**config.mk**
```make
export PLATFORM = sky130hd
export DESIGN_NAME = num_steps_calculator
export DESIGN_NICKNAME = d
export VERILOG_FILES = /design/src/common/geom_pkg.sv /design/src/circular_op/num_steps_calculator.sv /design/src/circular_op/quadrant_finder.sv
export VERILOG_INCLUDE_DIRS = /design/src /design/src/common
export SDC_FILE = /design/constraint.sdc
export NUM_CORES = 1
export LEC_CHECK = 0
export BUFFER_PORTS_ARGS = -buffer_cell sky130_fd_sc_hd__buf_2
export CORE_MARGIN = 10
export CORE_UTILIZATION = 38
export DETAILED_ROUTE_END_ITERATION = 8
export MAX_ROUTING_LAYER = met4
export SLEW_MARGIN = 20
export SYNTH_ARGS = -nofsm -noshare
export SYNTH_HDL_FRONTEND = slang
export SYNTH_SLANG_ARGS = --single-unit
```
**constraint.sdc**
```tcl
create_clock -name vclk -period 20.3
set_input_delay 4.06 -clock vclk [all_inputs]
set_output_delay 4.06 -clock vclk [all_outputs]
set_load 0.02 [all_outputs]
```
**src/common/arc_defines.svh**
```systemverilog
`ifndef ARC_DEFINES_SVH
`define ARC_DEFINES_SVH

// Width of a signed coordinate and of the radius.
`define ARC_NUM_BITS 8

// A full circle takes 8r steps, so three extra bits.
`define ARC_STEP_BITS (`ARC_NUM_BITS + 3)

// Command queue entries, equal to the credits the source starts with.
`define ARC_CMD_DEPTH 2

// Step credits held by the stepper after reset.
`define ARC_STEP_CREDITS 4

`define ARC_RESET_INTERVAL 0

`endif
```
**src/common/geom_pkg.sv**
```systemverilog
`default_nettype none

`include "arc_defines.svh"

package geom_pkg;

	// Coordinates are relative to the arc center.
	typedef logic signed [`ARC_NUM_BITS-1:0] coord_t;

	typedef logic [`ARC_NUM_BITS-1:0] radius_t;

	typedef logic [`ARC_STEP_BITS-1:0] steps_t;

	// Axis points go to the quadrant that starts at that axis (counter-clockwise).
	typedef enum logic [1:0] {
		QUAD_1 = 2'd0,
		QUAD_2 = 2'd1,
		QUAD_3 = 2'd2,
		QUAD_4 = 2'd3
	} quadrant_t;

	// Single-axis unit moves.
	typedef enum logic [1:0] {
		STEP_XP = 2'd0,
		STEP_XN = 2'd1,
		STEP_YP = 2'd2,
		STEP_YN = 2'd3
	} step_dir_t;

endpackage : geom_pkg

`default_nettype wire

```
**src/circular_op/num_steps_calculator.sv**
```systemverilog
`timescale 1ns/1ps
`default_nettype none

module num_steps_calculator (
	input logic is_cw,
	input geom_pkg::coord_t start_x,
	input geom_pkg::coord_t start_y,
	input geom_pkg::coord_t end_x,
	input geom_pkg::coord_t end_y,
	input geom_pkg::radius_t r,
	output geom_pkg::steps_t num_steps
);

	localparam int STEP_BITS = $bits(geom_pkg::steps_t);

	// Sign-extended copies, wide enough for differences without overflow.
	logic signed [STEP_BITS-1:0] sx_w;
	logic signed [STEP_BITS-1:0] sy_w;
	logic signed [STEP_BITS-1:0] ex_w;
	logic signed [STEP_BITS-1:0] ey_w;

	geom_pkg::steps_t abs_sx;
	geom_pkg::steps_t abs_sy;
	geom_pkg::steps_t abs_ex;
	geom_pkg::steps_t abs_ey;
	geom_pkg::steps_t abs_dx;
	geom_pkg::steps_t abs_dy;
	geom_pkg::steps_t r_ext;

	geom_pkg::quadrant_t start_quadrant;
	geom_pkg::quadrant_t end_quadrant;

	logic is_crossing;
	logic same_point;
	logic [1:0] quadrants_passed;
	geom_pkg::steps_t full_quadrant_steps;
	geom_pkg::steps_t start_to_axis_steps;
	geom_pkg::steps_t axis_to_end_steps;
	geom_pkg::steps_t steps_ccw;
	geom_pkg::steps_t steps_cw;

	function automatic geom_pkg::steps_t abs_wide(input logic signed [STEP_BITS-1:0] value);
		return value < 0 ? geom_pkg::steps_t'(-value) : geom_pkg::steps_t'(value);
	endfunction

	quadrant_finder u_start_quadrant (
		.relative_x(start_x),
		.relative_y(start_y),
		.quadrant(start_quadrant)
	);

	quadrant_finder u_end_quadrant (
		.relative_x(end_x),
		.relative_y(end_y),
		.quadrant(end_quadrant)
	);

	assign sx_w = start_x;
	assign sy_w = start_y;
	assign ex_w = end_x;
	assign ey_w = end_y;
	assign r_ext = geom_pkg::steps_t'(r);

	assign abs_sx = abs_wide(sx_w);
	assign abs_sy = abs_wide(sy_w);
	assign abs_ex = abs_wide(ex_w);
	assign abs_ey = abs_wide(ey_w);
	assign abs_dx = abs_wide(ex_w - sx_w);
	assign abs_dy = abs_wide(ey_w - sy_w);

	assign same_point = (start_x == end_x) && (start_y == end_y);

	// Counter-clockwise, |x| falls and |y| rises in quadrants 1 and 3, the reverse in 2 and 4.
	// An end point behind the start inside one quadrant means going all the way round.
	always_comb begin
		is_crossing = 1'b1;
		if (start_quadrant == end_quadrant) begin
			if (start_quadrant == geom_pkg::QUAD_1 || start_quadrant == geom_pkg::QUAD_3) begin
				is_crossing = (abs_ex > abs_sx) || (abs_ey < abs_sy);
			end else begin
				is_crossing = (abs_ex < abs_sx) || (abs_ey > abs_sy);
			end
		end
	end

	// Modulo 4, so equal quadrants with a crossing give three full quadrants.
	assign quadrants_passed = 2'(end_quadrant - start_quadrant - 1);
	assign full_quadrant_steps = geom_pkg::steps_t'(quadrants_passed) * (r_ext << 1);

	// Manhattan distance from the start to the axis that closes its quadrant.
	always_comb begin
		case (start_quadrant)
			geom_pkg::QUAD_1, geom_pkg::QUAD_3: begin
				start_to_axis_steps = abs_sx - abs_sy + r_ext;
			end
			default: begin
				start_to_axis_steps = r_ext - abs_sx + abs_sy;
			end
		endcase
	end

	// Manhattan distance from the axis that opens the end quadrant.
	always_comb begin
		case (end_quadrant)
			geom_pkg::QUAD_1, geom_pkg::QUAD_3: begin
				axis_to_end_steps = r_ext - abs_ex + abs_ey;
			end
			default: begin
				axis_to_end_steps = abs_ex - abs_ey + r_ext;
			end
		endcase
	end

	assign steps_ccw = is_crossing
		? (full_quadrant_steps + start_to_axis_steps + axis_to_end_steps)
		: (abs_dx + abs_dy);

	// Clockwise covers the rest of the 8r circle.
	assign steps_cw = same_point ? '0 : ((r_ext << 3) - steps_ccw);

	assign num_steps = is_cw ? steps_cw : steps_ccw;

endmodule : num_steps_calculator

`default_nettype wire

```
**src/circular_op/quadrant_finder.sv**
```systemverilog
`timescale 1ns/1ps
`default_nettype none

module quadrant_finder (
	input geom_pkg::coord_t relative_x,
	input geom_pkg::coord_t relative_y,
	output geom_pkg::quadrant_t quadrant
);

	logic x_neg;
	logic y_neg;
	logic x_zero;
	logic y_zero;

	assign x_neg = relative_x < 0;
	assign y_neg = relative_y < 0;
	assign x_zero = relative_x == '0;
	assign y_zero = relative_y == '0;

	// Each half-open quadrant owns the axis where a counter-clockwise walk enters it.
	always_comb begin
		if (!x_neg && !x_zero && !y_neg) begin
			quadrant = geom_pkg::QUAD_1;
		end else if ((x_neg || x_zero) && !y_neg && !y_zero) begin
			quadrant = geom_pkg::QUAD_2;
		end else if (x_neg && (y_neg || y_zero)) begin
			quadrant = geom_pkg::QUAD_3;
		end else if (y_neg) begin
			quadrant = geom_pkg::QUAD_4;
		end else begin
			// The center itself.
			quadrant = geom_pkg::QUAD_1;
		end
	end

endmodule : quadrant_finder

`default_nettype wire

```
==> out/summary.txt, run 1 <==
Starting DRT DRC Count = 287
Syn avg cell area = 7.68 um^2
Setup crit start kind = primary input
Die width = 152 um
Antenna violations before repair = 0
Status = complete, no violations
Synth top area share = 0.241
Total number of vias = 6,044
Fmax achieved = 0.0658 GHz
CP top delay family = adder cells
Core area = 17,200 um^2
Synthesized cell area = 6640 um^2
Yosys warns = 0
Min cycle time layout = 15.20 ns
Crit path DAT = 11.14 ns
Gates resized, CTS repair = 0
DP HPWL = 16,900 um
Via/cell ratio = 5.21
Global-route wire length before repair = 30,000 um
Synth top cells by count = ha_1 (128), inv_1 (123), xnor2_1 (75)
CTS Hold Buffers Added = 0
Placement Setup Slack = 5.11 ns
WP buf/inv = 8
Largest net degree at the start of global routing = 23
Post-Syn Instances = 865
CP max stage delay = 0.54 ns
RSZ-0062 raised after global routing = false
Routed Antenna Nets = 0
CP endpoint kind = primary output
Post-CTS setup buffers = 0
Count of cell types in the netlist = 69
Initial Util = 0.385
Slew Limit Fails = 0
DIE AREA = 23,200 um^2
Kind of critical path = in2out
Relative slew slack = 0.341
Routability cong. = 0.923
Layout Nets = 1,153
Io pins = 52
Final Cycle Share = 0.749
Top cells by area, synth = ha_1 (24%), fa_1 (14%), xnor2_1 (9.9%)
# DRC = 0
WL/cell = 16.1 um
Hold crit path type = in2out
Final Setup Violations = 0
CP required = 16.24 ns
Top-count cell post-synth = ha_1
Final WS setup = 5.10 ns
CP Max Fanout = 14
Fin. Hold Viols = 0
Post-synth top area cell = ha_1
Most common cell on crit path = ha_1
Sequential cell area = 0 um^2
Total global-route track usage = 0.156
Vias in the first global route = 5,743
Total negative setup slack = 0 ns
Worst slew pin tran = 0.963 ns
Row count = 48
Utilization after layout = 0.420
Seq/Total Area, Yosys = 0
Die Height = 152 um
First-pass iteration count of the detailed router = 5
ANT cells = 0
Area growth syn-to-layout = 9.03%
Grt ovf = 0
Seq_cells = 0
Placed Area = 7240 um^2
Fill cells = 1,826
Clock Buffer Count = 0
Detailed Route WL = 18,600 um
Fin area = 7240 um^2
Port buffer count = 52
Max_cap viols = 0
Layout cell share with drive strength beyond 1 = 0.0801
Max stage delay cell, worst path = fa_1
==> area by class of cell <==
class	count	area [um^2]	share of cell area
multi-input cells	758	6220	0.859
repair buffers	54	275	0.0380
well taps	225	282	0.0389
inverters	124	465	0.0643
==> metal layers <==
layer / track usage / part of all wire
met5: - / 0
met4: 0.0174 / 0.013
met3: 0.00508 / 0.031
met2: 0.258 / 0.46
met1: 0.215 / 0.50
==> cell usage in the layout, fill, tap and decap left out, types with 3 or more instances in the layout <==
cell / n
inv_1: 123
buf_2: 52
o31ai_1: 7
or2_2: 4
nand3b_1: 3
nand3_1: 19
nor4_1: 5
and2_2: 6
o211ai_1: 6
a21o_1: 28
nor2_1: 49
xnor2_1: 75
nand4_1: 6
fa_1: 46
nor4b_1: 4
nand2b_1: 11
ha_1: 128
o22ai_1: 4
or3_1: 5
o21a_1: 4
a21oi_1: 69
a31oi_1: 7
and2_1: 7
nor3_1: 22
conb_1: 30
o21bai_1: 21
nor2b_1: 6
o41ai_1: 3
nand2_1: 56
a211oi_1: 7
o21ai_0: 40
xor2_1: 23
a21boi_0: 4
mux2i_1: 14
==> final timing paths <==
path	cells past startpoint	endpoint	slack (ns)	start
min	3	num_steps[8]	8.63	is_cw
max	34	num_steps[10]	5.10	start_y[1]
==> cell families (layout without fill, tap and decap cells) <==
kind of cell,Yosys count,count (layout),synth area share
and+or+nand+nor,215,215,0.162
AOI/OAI and AO/OA,223,223,0.217
xor gates and xnor gates,101,101,0.138
muxes,15,15,0.0228
other,2,30,0.00113
adders and majority gates,174,174,0.380
buffers and inverters,135,178,0.0795
==> metrics by stage <==
step                      hold WS [ns]  cells
after floorplan                   8.40    893
after global placement            8.62   1161
after detailed placement          8.63   1161
after CTS                         8.63   1161
after global routing              8.66   1161
final                             8.63   1161
Power of run 1 is left out: the tool's default activity adds up to more than one toggle a clock period on the data nets, which glitch-free logic cannot reach.
==> run 2, diff against run 1 <==
clock period = 12.4 ns   (was 20.3 ns; I/O delays follow)
==> run 2 against run 1 <==
Net effect:
- setup slack worse by 4.4 ns
- clock-buffer cell count is the same
- highest routed layer unchanged
- worst hold slack worse by 3.2 ns
- sequential share of layout area unchanged
- flip-flop and latch count unchanged
- first-iteration DRC count grew 24%
- via count up 1.1%
- non-clock buffer count rose by 1
==> out/summary.txt, run 2 (synthesized netlist as in run 1, its figures left out) <==
Seq_cells = 0
Leak = 3.63 nW
Starting DRT DRC Count = 357
Fin. Hold Viols = 0
Crit path depth = 32
Utilization after layout = 0.421
Die Height = 152 um
Antenna violations before repair = 0
CP top delay family = adder cells
Crit path DAT = 9.19 ns
Cells on Worst Hold Path = 4
First-pass iteration count of the detailed router = 5
Gates resized, CTS repair = 0
CP max stage delay = 0.54 ns
Vias in the first global route = 5,922
P_sw = 0.00127 W
CP Max Fanout = 9
Worst slew pin tran = 0.842 ns
Most frequent cells in the layout = ha_1 (128), inv_1 (123), xnor2_1 (75)
Max_cap viols = 0
Kind of critical path = in2out
VDD IR max = 0.000539 V
Most common cell on crit path = ha_1
Max stage delay cell, worst path = fa_1
Tot Pwr = 0.00223 W
Routed Antenna Nets = 0
Worst setup path endpoint = num_steps[10]
Largest net degree at the start of global routing = 23
CP required = 9.92 ns
Min cycle time layout = 11.67 ns
Layout Nets = 1,154
Placed Area = 7250 um^2
Fmax achieved = 0.0857 GHz
CP startpoint = start_y[1]
Fin area = 7250 um^2
Placement Setup Slack = 0.707 ns
Layout cell share with drive strength beyond 1 = 0.0811
Io pins = 52
# DRC = 0
Relative slew slack = 0.434
Internal Power = 0.000960 W
Setup crit start kind = primary input
Row count = 48
DIE AREA = 23,200 um^2
Final WS setup = 0.729 ns
Switching Fraction = 0.570
Hold crit path type = in2out
Grt ovf = 0
RSZ-0062 raised after global routing = false
Sequential cell area = 0 um^2
Total negative setup slack = 0 ns
DP HPWL = 17,000 um
Final Cycle Share = 0.941
WL/cell = 16.4 um
Die width = 152 um
Core area = 17,200 um^2
Detailed Route WL = 19,000 um
Area growth syn-to-layout = 9.16%
Pwr dens = 308 nW/um^2
Status = complete, no violations
Clock Buffer Count = 0
CP endpoint kind = primary output
Post-CTS setup buffers = 0
Final Setup Violations = 0
Clk pwr share = 0
WP buf/inv = 5
Worst Hold Launch = is_cw
Most common cell after layout, fill and taps aside = ha_1
Total global-route track usage = 0.163
Total number of vias = 6,113
Global-route wire length before repair = 31,100 um
Sequential power share = 0
Slew Limit Fails = 0
Routability cong. = 0.961
ANT cells = 0
Initial Util = 0.385
Port buffer count = 52
CTS Hold Buffers Added = 0
Logic pwr share = 1.000
Via/cell ratio = 5.26
[run 2: cell count changes in the layout (fill, tap and decap cells not counted)]
cell and delta:
a2111oi_0 -1, a2111oi_1 +1, buf_4 +1
[run 2: cell type report]
cell class | instances | area (um^2)
Timing Repair Buffer | 55 | 283
Tap cell | 225 | 282
Inverter | 124 | 465
Fill cell | 1813 | 9990
Multi-Input combinational cell | 758 | 6220
[run 2: stage by stage]
step,instances,hold slack (ns)
detailed placement,1162,5.47
floorplan,893,5.24
CTS,1162,5.47
global route,1162,5.51
global placement,1162,5.46
finish,1162,5.47
[run 2: worst min-delay path by stage]
| stage | end | slack (ns) |
|---|---|---|
| final | num_steps[1] | 5.47 |
| after global routing | num_steps[1] | 5.51 |
| after CTS | num_steps[1] | 5.47 |
| after detailed placement | num_steps[1] | 5.47 |
| after global placement | num_steps[1] | 5.46 |
| after floorplan | num_steps[7] | 5.24 |
[run 2: routing by layer]
metal / global-route usage / routed length (um)
met1: 0.226 / 9170
met2: 0.258 / 8670
met3: 0.0133 / 890
met4: 0.0211 / 276
met5: - / 0
[run 2: power by group through the flow]
| stage | clock, W | combinational (W) | sequential (W) |
|---|---|---|---|
| 3_3_place_gp | 0 | 0.00223 | 0 |
| 2_1_floorplan | 0 | 0.00173 | 0 |
| 3_5_place_dp | 0 | 0.00223 | 0 |
| 5_1_grt | 0 | 0.00252 | 0 |
| 4_1_cts | 0 | 0.00224 | 0 |
| 6_report | 0 | 0.00223 | 0 |
No activity file was read; power rests on OpenSTA's default activity.
