## src/common/arc_defines.svh

```systemverilog
`ifndef ARC_DEFINES_SVH
`define ARC_DEFINES_SVH

// Width of a signed coordinate and of the radius.
`define ARC_NUM_BITS 8

// A full circle takes 8r steps, so three extra bits.
`define ARC_STEP_BITS (`ARC_NUM_BITS + 3)

// Command queue entries, equal to the credits the source starts with.
`define ARC_CMD_DEPTH 2

// Step credits held by the stepper after reset.
`define ARC_STEP_CREDITS 4

`define ARC_RESET_INTERVAL 0

`endif
```

## src/common/ctrl_pkg.sv

```systemverilog
`default_nettype none

package ctrl_pkg;

	typedef enum logic [1:0] {
		IDLE,
		LOAD,
		BUSY
	} handler_state_t;

	// Prefixed idle state, the handler enum already owns IDLE.
	typedef enum logic [1:0] {
		ST_IDLE,
		WAIT_GAP,
		ISSUE
	} stepper_state_t;

	typedef logic [1:0] cfg_addr_t;

	localparam cfg_addr_t CFG_INTERVAL = 2'd0;
	localparam cfg_addr_t CFG_ENABLE = 2'd1;

endpackage : ctrl_pkg

`default_nettype wire

```

## src/source/step_rate_config.sv

```systemverilog
`timescale 1ns/1ps
`default_nettype none

`include "arc_defines.svh"

module step_rate_config (
	input logic clk,
	input logic reset,
	input logic cfg_write,
	input ctrl_pkg::cfg_addr_t cfg_addr,
	input logic [7:0] cfg_data,
	output logic [7:0] interval,
	output logic enable
);

	// Stepping runs right after reset, with the default gap.
	always_ff @(posedge clk) begin
		if (reset) begin
			interval <= 8'(`ARC_RESET_INTERVAL);
			enable <= 1'b1;
		end else if (cfg_write) begin
			case (cfg_addr)
				ctrl_pkg::CFG_INTERVAL: begin
					interval <= cfg_data;
				end
				ctrl_pkg::CFG_ENABLE: begin
					enable <= cfg_data[0];
				end
				default: begin
					// Unmapped address.
				end
			endcase
		end
	end

endmodule : step_rate_config

`default_nettype wire

```

## config.mk

```make
export PLATFORM = sky130hd
export DESIGN_NAME = step_rate_config
export DESIGN_NICKNAME = d
export VERILOG_FILES = /design/src/common/ctrl_pkg.sv /design/src/source/step_rate_config.sv
export VERILOG_INCLUDE_DIRS = /design/src /design/src/common
export SDC_FILE = /design/constraint.sdc
export NUM_CORES = 1
export LEC_CHECK = 0
export BUFFER_PORTS_ARGS = -buffer_cell sky130_fd_sc_hd__buf_4
export CAP_MARGIN = 20
export CORE_AREA = 2 2 39 41
export CTS_CLUSTER_DIAMETER = 40
export DETAILED_ROUTE_END_ITERATION = 16
export DIE_AREA = 0 0 41 43
export MAX_ROUTING_LAYER = met4
export SLEW_MARGIN = 15
export SYNTH_ARGS = -nofsm -noshare
export SYNTH_HDL_FRONTEND = slang
export SYNTH_SLANG_ARGS = --single-unit
```

## constraint.sdc

```tcl
create_clock -name clk -period 0.8 [get_ports clk]
set_input_delay 0.08 -clock clk [delete_from_list [all_inputs] [get_ports clk]]
set_output_delay 0.08 -clock clk [all_outputs]
set_load 0.01 [all_outputs]
```

==> results of run 1 <==
cells in the mapped netlist:
library cell,instances
nand2b_1,16
dfxtp_1,9
mux2i_1,9
nor2_1,2
buf_4,1
buf_6,1
nand3b_1,1
nor3b_2,1
per-stage QoR:
| step | setup slack (ns) | util | hold WS [ns] | setup TNS, ns | area (um^2) |
|---|---|---|---|---|---|
| final | 0.0207 | 0.495 | 0.0817 | 0 | 684 |
| after global routing | 0.000233 | 0.495 | 0.0771 | 0 | 684 |
| after CTS | 0.000896 | 0.472 | 0.0757 | 0 | 653 |
| after detailed placement | -0.0424 | 0.421 | 0.358 | -0.238 | 583 |
| after global placement | -0.0380 | 0.421 | 0.352 | -0.214 | 583 |
| after floorplan | 0.154 | - | 0.235 | 0 | 417 |
worst paths after layout:
kind / from / end / slack (ns) / cells after the start
worst min-delay path: cfg_data[5] / interval[5]$_SDFFE_PP0P_ / 0.08 / 3
worst max-delay path: interval[0]$_SDFFE_PP0P_ / interval[0] / 0.02 / 1
worst max register to register: interval[7]$_SDFFE_PP0P_ / interval[7]$_SDFFE_PP0P_ / 0.12 / 3
worst min register to register: interval[5]$_SDFFE_PP0P_ / interval[5]$_SDFFE_PP0P_ / 0.48 / 2
flip-flops by register name (all words and copies together) (netlist names):
name and flops:
enable 1, interval 8
timing repair:
action / in CTS / in global routing
buffers inserted: 2 / 2
endpoints found under the setup margin: 8 / 6
hold buffers: 0 / 0
resized for setup: 13 / 5
routing by layer:
| metal | track usage | wire [um] |
|---|---|---|
| met1 | 0.149 | 353 |
| met2 | 0.141 | 398 |
| met3 | 0.0366 | 86 |
| met4 | 0.0800 | 0 |
| met5 | - | 0 |
kinds of logic (layout without fill, tap and decap cells):
family                 count (synthesis)  in the layout  synth area share
multiplexers                           9              9             0.216
AND/OR/NAND/NOR                       20             20             0.306
flip-flops                             9              9             0.432
buffers and inverters                  2             30            0.0450
cell type report:
type	instances	area (um^2)	area share
well taps	16	20.0	0.0293
repair buffers	26	229	0.335
flip-flops and latches	9	191	0.280
clock buffers	4	26.3	0.0384
multi-input cells	29	218	0.318
power breakdown:
group	switching (W)	internal, W
logic	0.0000539	0.000108
clock network	0.000161	0.000192
registers	0.0000107	0.000467
==> key figures, run 1 <==
Timing
  – Final count of pins violating max slew: 0
  – Slew at the pin with the worst max-slew slack: 0.117 ns
  – RSZ-0062 raised after global routing: yes
  – Max transition margin: 0.920
  – Tcrit/Tclk final: 0.974
  – Crit path time final: 0.779 ns
  – Fin. Hold Viols: 0
  – Maximum clock rate: 1.28 GHz
  – Setup-violating endpoint count in the final report: 0
  – Clock skew: 0 ns

Drt
  – Routed len/inst: 9.98 um
  – Via/cell ratio: 4.29
  – DR vias: 360
  – Routed wire length: 838 um
  – Drt first-iter violations: 3
  – DRC: 0
  – Routed Antenna Nets: 0
  – First drt pass iteration count: 2

Global routing
  – Total gr overflow: 0
  – Largest net degree at the start of global routing: 19
  – First-pass GRT wire length: 1290 um
  – Vias in the first global route: 308
  – GRT Overall Usage: 0.114
  – Initial antenna violation count: 0

Setup path
  – Crit-path slowest cell: dfxtp_2
  – Worst-path fanout max: 2
  – Crit-path cells: buf_6
  – Worst path max stage delay: 0.33 ns
  – CP arrival: 0.70 ns
  – CP Capture Type: primary output
  – CP Launch Type: register
  – CP delay by family, top: flip-flops
  – Critical path type: reg2out
  – Worst Path Required: 0.72 ns
  – Critical path buffers and inverters: 1

Layout
  – Total Nets Final: 82
  – Fill cells: 144
  – Antenna diodes: 0
  – Non-Filler Instances: 84
  – Share of layout cells above drive strength 1: 0.574
  – Most common cell after layout, fill and taps aside: buf_4
  – Synthesis-to-layout area growth: 64.3%
  – Commonest cells after routing, fill and taps aside: buf_4 (17), nand2b_1 (16), mux2i_1 (9), dfxtp_2 (9), buf_6 (9)

Clock network
  – Root Driver: clkbuf_4
  – Num Clock Sinks: 9
  – H-tree levels: 1
  – Max Root-Sink Buffers: 2
  – CTS buffer count: 3
  – CTS tree: done
  – Worst-Skew Late Latency: 0.26 ns
  – CTS clk-pin slew, worst paths: 0.06 ns

Min path
  – Worst hold path class: in2reg

Floorplan
  – Die ar.: 1760 um^2
  – Ports: 22
  – Core Region: 1380 um^2
  – Die Y: 43 um
  – Die Span X: 41 um
  – Rows: 14
  – Initial Util: 0.301

Logic synthesis
  – Area contributors post-synth: dfxtp_1 (43%), nand2b_1 (24%), mux2i_1 (22%), nor3b_2 (3.0%), buf_6 (2.7%)
  – Library cells used by synthesis: 8
  – Top cell type's share of synthesized area: 0.432
  – Flops & latches, synth: 9
  – Sequential-to-total area share from yosys stat: 0.432
  – Post-Syn Instances: 40
  – Yosys top cell by area: dfxtp_1
  – Synthesized cell area: 417 um^2
  – Synth warn: 0
  – Synthesized area per cell: 10.4 um^2
  – Syn_nets: 53

Job
  – Max-Cap Viols: 0

Placed design
  – PortBufs: 21
  – Gpl congestion: 0.640
  – Placed cells: 76

Power
  – Power Density: 1450 nW/um^2
  – Leakage: 0.300 nW
  – Peak VDD IR: 0.676 mV
  – Pwr Total: 0.000992 W

Run status
  – Status: completed
Note: power is estimated with default switching activity, not from simulation.
==> run 2, diff against run 1 <==
--- a/config.mk
+++ b/config.mk
@@ -13,6 +13,7 @@
 export DETAILED_ROUTE_END_ITERATION = 16
 export DIE_AREA = 0 0 41 43
 export MAX_ROUTING_LAYER = met4
+export PLACE_DENSITY = 0.66
 export SLEW_MARGIN = 15
 export SYNTH_ARGS = -nofsm -noshare
 export SYNTH_HDL_FRONTEND = slang
==> run 2 against run 1 <==
Sequential share of layout area is 0.95 points higher. Register-to-register slack better by 0.08 ns. Count of clock-buffer cells in the layout stayed put. Combinational power is 4% lower. Critical path type unchanged.
==> key figures, run 2 (synthesis gave the netlist of run 1 again) <==
Setup path
  – Worst Path Required: 0.72 ns (about the same)
  – Cell depth of the worst flop-to-flop path: 2 (-1)
  – Crit-path cells: buf_6
  – Critical path buffers and inverters: 1 (unchanged)
  – Number of cells on the critical path: 1 (unchanged)
  – CP arrival: 0.70 ns (about the same)
  – Worst path max stage delay: 0.33 ns (about the same)
  – CP delay by family, top: flip-flops
  – Critical path type: reg2out
  – Worst-path fanout max: 2 (unchanged)
  – CP Capture Type: primary output
  – CP Launch Type: register
  – Crit-path slowest cell: dfxtp_2

Placed design
  – HPWL Detailed: 622 um
  – Gpl congestion: 0.626 (-2.1%)
  – PortBufs: 21 (unchanged)
  – Placed cells: 77 (+1.3%)
  – Placed Area: 591 um^2 (+1.3%)

Timing
  – Final count of pins violating max slew: 0 (unchanged)
  – Crit path time final: 0.779 ns (+0.000150 ns)
  – Tcrit/Tclk final: 0.974 (about the same)
  – Fin. Hold Viols: 0 (unchanged)
  – Setup TNS: 0 ns (unchanged)
  – Maximum clock rate: 1.28 GHz (about the same)
  – Setup-violating endpoint count in the final report: 0 (unchanged)
  – Slew at the pin with the worst max-slew slack: 0.163 ns (+0.0463 ns)
  – Max transition margin: 0.891 (-0.0291)
  – RSZ-0062 raised after global routing: yes
  – Clock skew: 0 ns (unchanged)

Clock network
  – H-tree levels: 1 (unchanged)
  – CTS buffer count: 3 (unchanged)
  – PostCTS Resize Cnt: 7 (-6)
  – CTS tree: done
  – Hold Buf Count CTS: 0 (unchanged)
  – Worst-Skew Late Latency: 0.26 ns (about the same)
  – Max Root-Sink Buffers: 2 (unchanged)
  – Root Driver: clkbuf_4
  – CTS clk-pin slew, worst paths: 0.06 ns (about the same)
  – Post CTS Setup Buffer Count: 0 (-2)
  – Num Clock Sinks: 9 (unchanged)

Min path
  – Worst hold path class: in2reg
  – Hold depth: 3 (unchanged)

Layout
  – Largest register FFs: 8 (unchanged)
  – Commonest cells after routing, fill and taps aside: nand2b_1 (16), buf_4 (14), mux2i_1 (9), dfxtp_2 (9), buf_6 (9)
  – Total Nets Final: 79 (-3.7%)
  – Antenna diodes: 0 (unchanged)
  – Synthesis-to-layout area growth: 58.9%
  – Most common cell after layout, fill and taps aside: nand2b_1
  – Final instance area: 662 um^2 (-3.3%)
  – Share of layout cells above drive strength 1: 0.554 (-0.0197)
  – Non-Filler Instances: 81 (-3.6%)
  – Final core occ: 0.478 (-0.0163)
  – Largest regs: interval (8), enable (1)
  – Biggest register: interval
  – Multi-input gate area: 218 um^2 (unchanged)
  – Fill cells: 131 (-9.0%)
  – Sequential Area: 191 um^2 (unchanged)

Floorplan
  – Ports: 22 (unchanged)
  – Die ar.: 1760 um^2 (unchanged)
  – Core Region: 1380 um^2 (unchanged)
  – Initial Util: 0.301 (unchanged)
  – Die Span X: 41 um (unchanged)
  – Rows: 14 (unchanged)
  – Die Y: 43 um (unchanged)

Drt
  – Drt first-iter violations: 2 (-1)
  – Routed len/inst: 10.5 um (+5.7%)
  – DRC: 0 (unchanged)
  – First drt pass iteration count: 3 (+1)
  – Routed wire length: 854 um (+1.9%)
  – Via/cell ratio: 4.22 (-1.5%)
  – Routed Antenna Nets: 0 (unchanged)
  – DR vias: 342 (-5.0%)

Global routing
  – First-pass GRT wire length: 1220 um (-5.3%)
  – Grt met2 use: 0.147 (+0.00625)
  – Largest net degree at the start of global routing: 19 (unchanged)
  – Total gr overflow: 0 (unchanged)
  – Grt met3 use: 0.0314 (-0.00524)
  – GRT Overall Usage: 0.114 (+0.000796)
  – Vias in the first global route: 307 (-0.32%)
  – GR peak layer: met2
  – Grt met1 use: 0.129 (-0.0203)
  – Initial antenna violation count: 0 (unchanged)

Run status
  – Status: completed

Power
  – Leakage: 0.284 nW (-5.4%)
  – Peak VDD IR: 0.739 mV (+9.3%)
  – Power Density: 1490 nW/um^2 (+2.7%)

Job
  – Max-Cap Viols: 0 (unchanged)
run 2: cell types whose count changed in the layout (fill, tap and decap cells not counted):
cell	delta
buf_4	-3
run 2: through the flow:
| stage | setup WS [ns] | hold slack, ns | power [W] |
|---|---|---|---|
| detailed placement | -0.0505 | 0.363 | 0.000630 |
| global placement | -0.0252 | 0.351 | 0.000628 |
| global route | -0.0259 | 0.0768 | 0.00105 |
| floorplan | 0.154 | 0.235 | 0.000549 |
| finish | 0.0206 | 0.0843 | 0.000986 |
| CTS | 0.00117 | 0.0803 | 0.000991 |
run 2: cell type report:
cell class,instances,share of cell area
well taps,16,0.0302
flip-flops and latches,9,0.289
multi-input cells,29,0.329
clock buffers,4,0.0397
repair buffers,23,0.312
run 2: final timing paths:
check | start | end | slack [ns]
setup reg to reg | enable$_SDFFE_PP1P_ | enable$_SDFFE_PP1P_ | 0.20
setup / recovery | interval[4]$_SDFFE_PP0P_ | interval[4] | 0.02
hold / removal | cfg_data[5] | interval[5]$_SDFFE_PP0P_ | 0.08
hold reg to reg | interval[6]$_SDFFE_PP0P_ | interval[6]$_SDFFE_PP0P_ | 0.48
run 2: metal layers:
| layer | share of wire | wire (um) |
|---|---|---|
| met3 | 0.084 | 72 |
| met4 | 0.012 | 10 |
| met2 | 0.45 | 387 |
| met1 | 0.45 | 383 |
| met5 | 0 | 0 |
run 2: where the power goes:
group / leakage, nW / internal (W) / switching, W
Combinational: 0.193 / 0.000102 / 0.0000533
Sequential: 0.0764 / 0.000467 / 0.0000109
Clock: 0.0150 / 0.000192 / 0.000160
==> run 3, diff against run 2 <==
--- a/config.mk
+++ b/config.mk
@@ -6,6 +6,7 @@
 export SDC_FILE = /design/constraint.sdc
 export NUM_CORES = 1
 export LEC_CHECK = 0
+export ABC_AREA = 1
 export BUFFER_PORTS_ARGS = -buffer_cell sky130_fd_sc_hd__buf_4
 export CAP_MARGIN = 20
 export CORE_AREA = 2 2 39 41
@@ -13,7 +14,8 @@
 export DETAILED_ROUTE_END_ITERATION = 16
 export DIE_AREA = 0 0 41 43
 export MAX_ROUTING_LAYER = met4
-export PLACE_DENSITY = 0.66
+export PLACE_DENSITY = 0.67
+export REMOVE_ABC_BUFFERS = 1
 export SLEW_MARGIN = 15
 export SYNTH_ARGS = -nofsm -noshare
 export SYNTH_HDL_FRONTEND = slang
==> run 3 against run 2 <==
Die area unchanged. Count of clock-buffer cells in the layout unchanged. Combinational power up 25%. Via count up 25%. Sequential power up 3%. Synthesized cell count up 48%. Largest power group unchanged. Final cell count up 20%. Highest routed layer unchanged.
==> key figures, run 3 <==
Run status
  – Status: completed

Timing
  – Tcrit/Tclk final: 0.968 (-0.00656)
  – Final count of pins violating max slew: 0 (unchanged)
  – Setup-violating endpoint count in the final report: 0 (unchanged)
  – Clock skew: 0 ns (unchanged)
  – Slew at the pin with the worst max-slew slack: 0.323 ns (+0.159 ns)
  – Final WS setup: 0.0258 ns (+0.00525 ns)
  – RSZ-0062 raised after global routing: yes
  – Worst hold slack: 0.106 ns (+0.0216 ns)
  – Crit path time final: 0.774 ns (-0.00525 ns)
  – Max transition margin: 0.784 (-0.106)
  – Setup TNS: 0 ns (unchanged)
  – Maximum clock rate: 1.29 GHz (+0.68%)
  – Fin. Hold Viols: 0 (unchanged)

Logic synthesis
  – Number of synthesized flops with an enable pin: 0 (unchanged)
  – Most instantiated cells after synthesis: nand3_1 (10), dfxtp_1 (9), inv_1 (9), nand2_1 (9)
  – Library cells used by synthesis: 11 (+3)
  – Synthesized area per cell: 7.10 um^2 (-32%)
  – Yosys top cell by area: dfxtp_1
  – Top FF cell, synth: dfxtp_1
  – Post-Syn Instances: 59 (+48%)
  – Sequential-to-total area share from yosys stat: 0.430 (-0.00258)
  – Synth warn: 0 (unchanged)
  – Top cell type's share of synthesized area: 0.430 (-0.00258)
  – Synthesized cell area: 419 um^2 (+0.60%)
  – Asr flop ratio synth: 0 (unchanged)
  – Area contributors post-synth: dfxtp_1 (43%), nand3_1 (12%), a21oi_1 (9.6%), inv_1 (8.1%), nand2_1 (8.1%)
  – Flops & latches, synth: 9 (unchanged)
  – Count leader, synth: nand3_1

Power
  – Leakage: 0.322 nW (+13%)
  – Peak VDD IR: 0.505 mV (-32%)
  – Power Density: 1610 nW/um^2 (+8.4%)
  – Pwr Total: 0.00103 W (+4.5%)

Drt
  – DRC: 0 (unchanged)
  – Routed wire length: 896 um (+4.9%)
  – Routed len/inst: 9.24 um (-12%)
  – First drt pass iteration count: 2 (-1)
  – Routed Antenna Nets: 0 (unchanged)
  – DR vias: 428 (+25%)
  – Via/cell ratio: 4.41 (+4.5%)
  – Drt first-iter violations: 3 (+1)

Setup path
  – FF-to-FF Start: interval[7]$_SDFFE_PP0P_
  – Critical Path End: interval[7]
  – Crit-path slowest cell: dfxtp_2
  – Crit-path cells: buf_6
  – Worst Path Required: 0.72 ns (about the same)
  – R2r endpoint: interval[7]$_SDFFE_PP0P_
  – Critical path type: reg2out
  – Worst path max stage delay: 0.33 ns (about the same)
  – CP startpoint: interval[7]$_SDFFE_PP0P_
  – Cell depth of the worst flop-to-flop path: 2 (unchanged)
  – R2R setup slack: 0.18 ns (-0.02 ns)
  – Critical path buffers and inverters: 1 (unchanged)
  – CP Capture Type: primary output
  – CP arrival: 0.69 ns (about the same)
  – CP Launch Type: register
  – Worst-path fanout max: 2 (unchanged)
  – Number of cells on the critical path: 1 (unchanged)
  – CP delay by family, top: flip-flops

Placed design
  – HPWL Detailed: 682 um (+9.5%)
  – Gpl congestion: 0.623 (-0.51%)
  – Post-place setup slack: -0.0518 ns (-0.00136 ns)
  – PortBufs: 21 (unchanged)

Clock network
  – Hold Buf Count CTS: 0 (unchanged)
  – H-tree levels: 1 (unchanged)
  – Root Driver: clkbuf_4
  – Num Clock Sinks: 9 (unchanged)
  – CTS buffer count: 3 (unchanged)
  – Max Root-Sink Buffers: 2 (unchanged)
  – Worst-Skew Late Latency: 0.25 ns (about the same)
  – CTS tree: done
  – CTS clk-pin slew, worst paths: 0.06 ns (about the same)
  – Post CTS Setup Buffer Count: 0 (unchanged)

Layout
  – Total Nets Final: 95 (+20%)
  – Synthesis-to-layout area growth: 52.2%
  – Antenna diodes: 0 (unchanged)
  – Largest regs: interval (8), enable (1)
  – Most common cell after layout, fill and taps aside: buf_4
  – Share of layout cells above drive strength 1: 0.420 (-0.134)
  – Fill cells: 135 (+3.1%)
  – Largest register FFs: 8 (unchanged)
  – Biggest register: interval
  – Commonest cells after routing, fill and taps aside: buf_4 (12), nand3_1 (10)

Floorplan
  – Ports: 22 (unchanged)
  – Rows: 14 (unchanged)
  – Die ar.: 1760 um^2 (unchanged)
  – Die Span X: 41 um (unchanged)
  – Die Y: 43 um (unchanged)
  – Initial Util: 0.303 (+0.00181)
  – Core Region: 1380 um^2 (unchanged)

Min path
  – Worst hold path class: in2reg
  – Hold depth: 3 (unchanged)

Job
  – Max-Cap Viols: 0 (unchanged)

Global routing
  – Initial antenna violation count: 0 (unchanged)
  – Total gr overflow: 0 (unchanged)
  – Largest net degree at the start of global routing: 19 (unchanged)
  – Vias in the first global route: 310 (+0.98%)
  – First-pass GRT wire length: 1180 um (-3.4%)
  – GRT Overall Usage: 0.102 (-0.0121)
run 3: worst min-delay path by stage:
stage	end	slack (ns)	startpoint
floorplan	interval[0]$_SDFFE_PP0P_	0.24	cfg_write
global placement	enable$_SDFFE_PP1P_	0.36	cfg_data[0]
detailed placement	enable$_SDFFE_PP1P_	0.37	cfg_data[0]
CTS	enable$_SDFFE_PP1P_	0.10	cfg_data[0]
global route	enable$_SDFFE_PP1P_	0.12	cfg_data[0]
finish	enable$_SDFFE_PP1P_	0.11	cfg_data[0]
run 3: repair_timing:
| action | in CTS | in global routing |
|---|---|---|
| hold endpoints to repair | 0 | 0 |
| pin swaps | 0 | 0 |
| setup endpoints to repair | 2 | 9 |
| gates resized for setup | 3 | 15 |
run 3: cells by family (layout without fill, tap and decap cells):
| family | Yosys count | count (layout) | synth area share |
|---|---|---|---|
| DFF | 9 | 9 | 0.430 |
| and+or+nand+nor | 29 | 29 | 0.313 |
| AOI/OAI and AO/OA | 8 | 8 | 0.0955 |
| buffers and inverters | 13 | 35 | 0.161 |
run 3: area by class of cell:
type                       count  area [um^2]  area share
sequential                     9          191       0.300
timing repair buffer          21          191       0.300
multi-input combinational     37          171       0.269
inverter                      10         37.5      0.0588
clock buffer                   4         26.3      0.0412
tap                           16         20.0      0.0314
run 3: stage by stage:
stage,instances,instance area [um^2],utilization
2_1_floorplan,56,389,-
3_3_place_gp,93,567,0.410
3_5_place_dp,93,567,0.410
4_1_cts,97,599,0.433
5_1_grt,97,638,0.461
6_report,97,638,0.461
run 3: metal layers:
layer | share of wire | vias up | global-route usage
met5 | 0 | - | -
met4 | 0.0089 | 0 | 0.0600
met3 | 0.080 | 2 | 0.0314
met2 | 0.49 | 13 | 0.156
met1 | 0.42 | 183 | 0.110
li1 | - | 230 | -
run 3: where the power goes:
part	internal [W]	total, W	switching (W)
Clock	0.000192	0.000343	0.000151
Sequential	0.000476	0.000493	0.0000162
Combinational	0.000107	0.000195	0.0000875
Total	0.000775	0.00103	0.000255
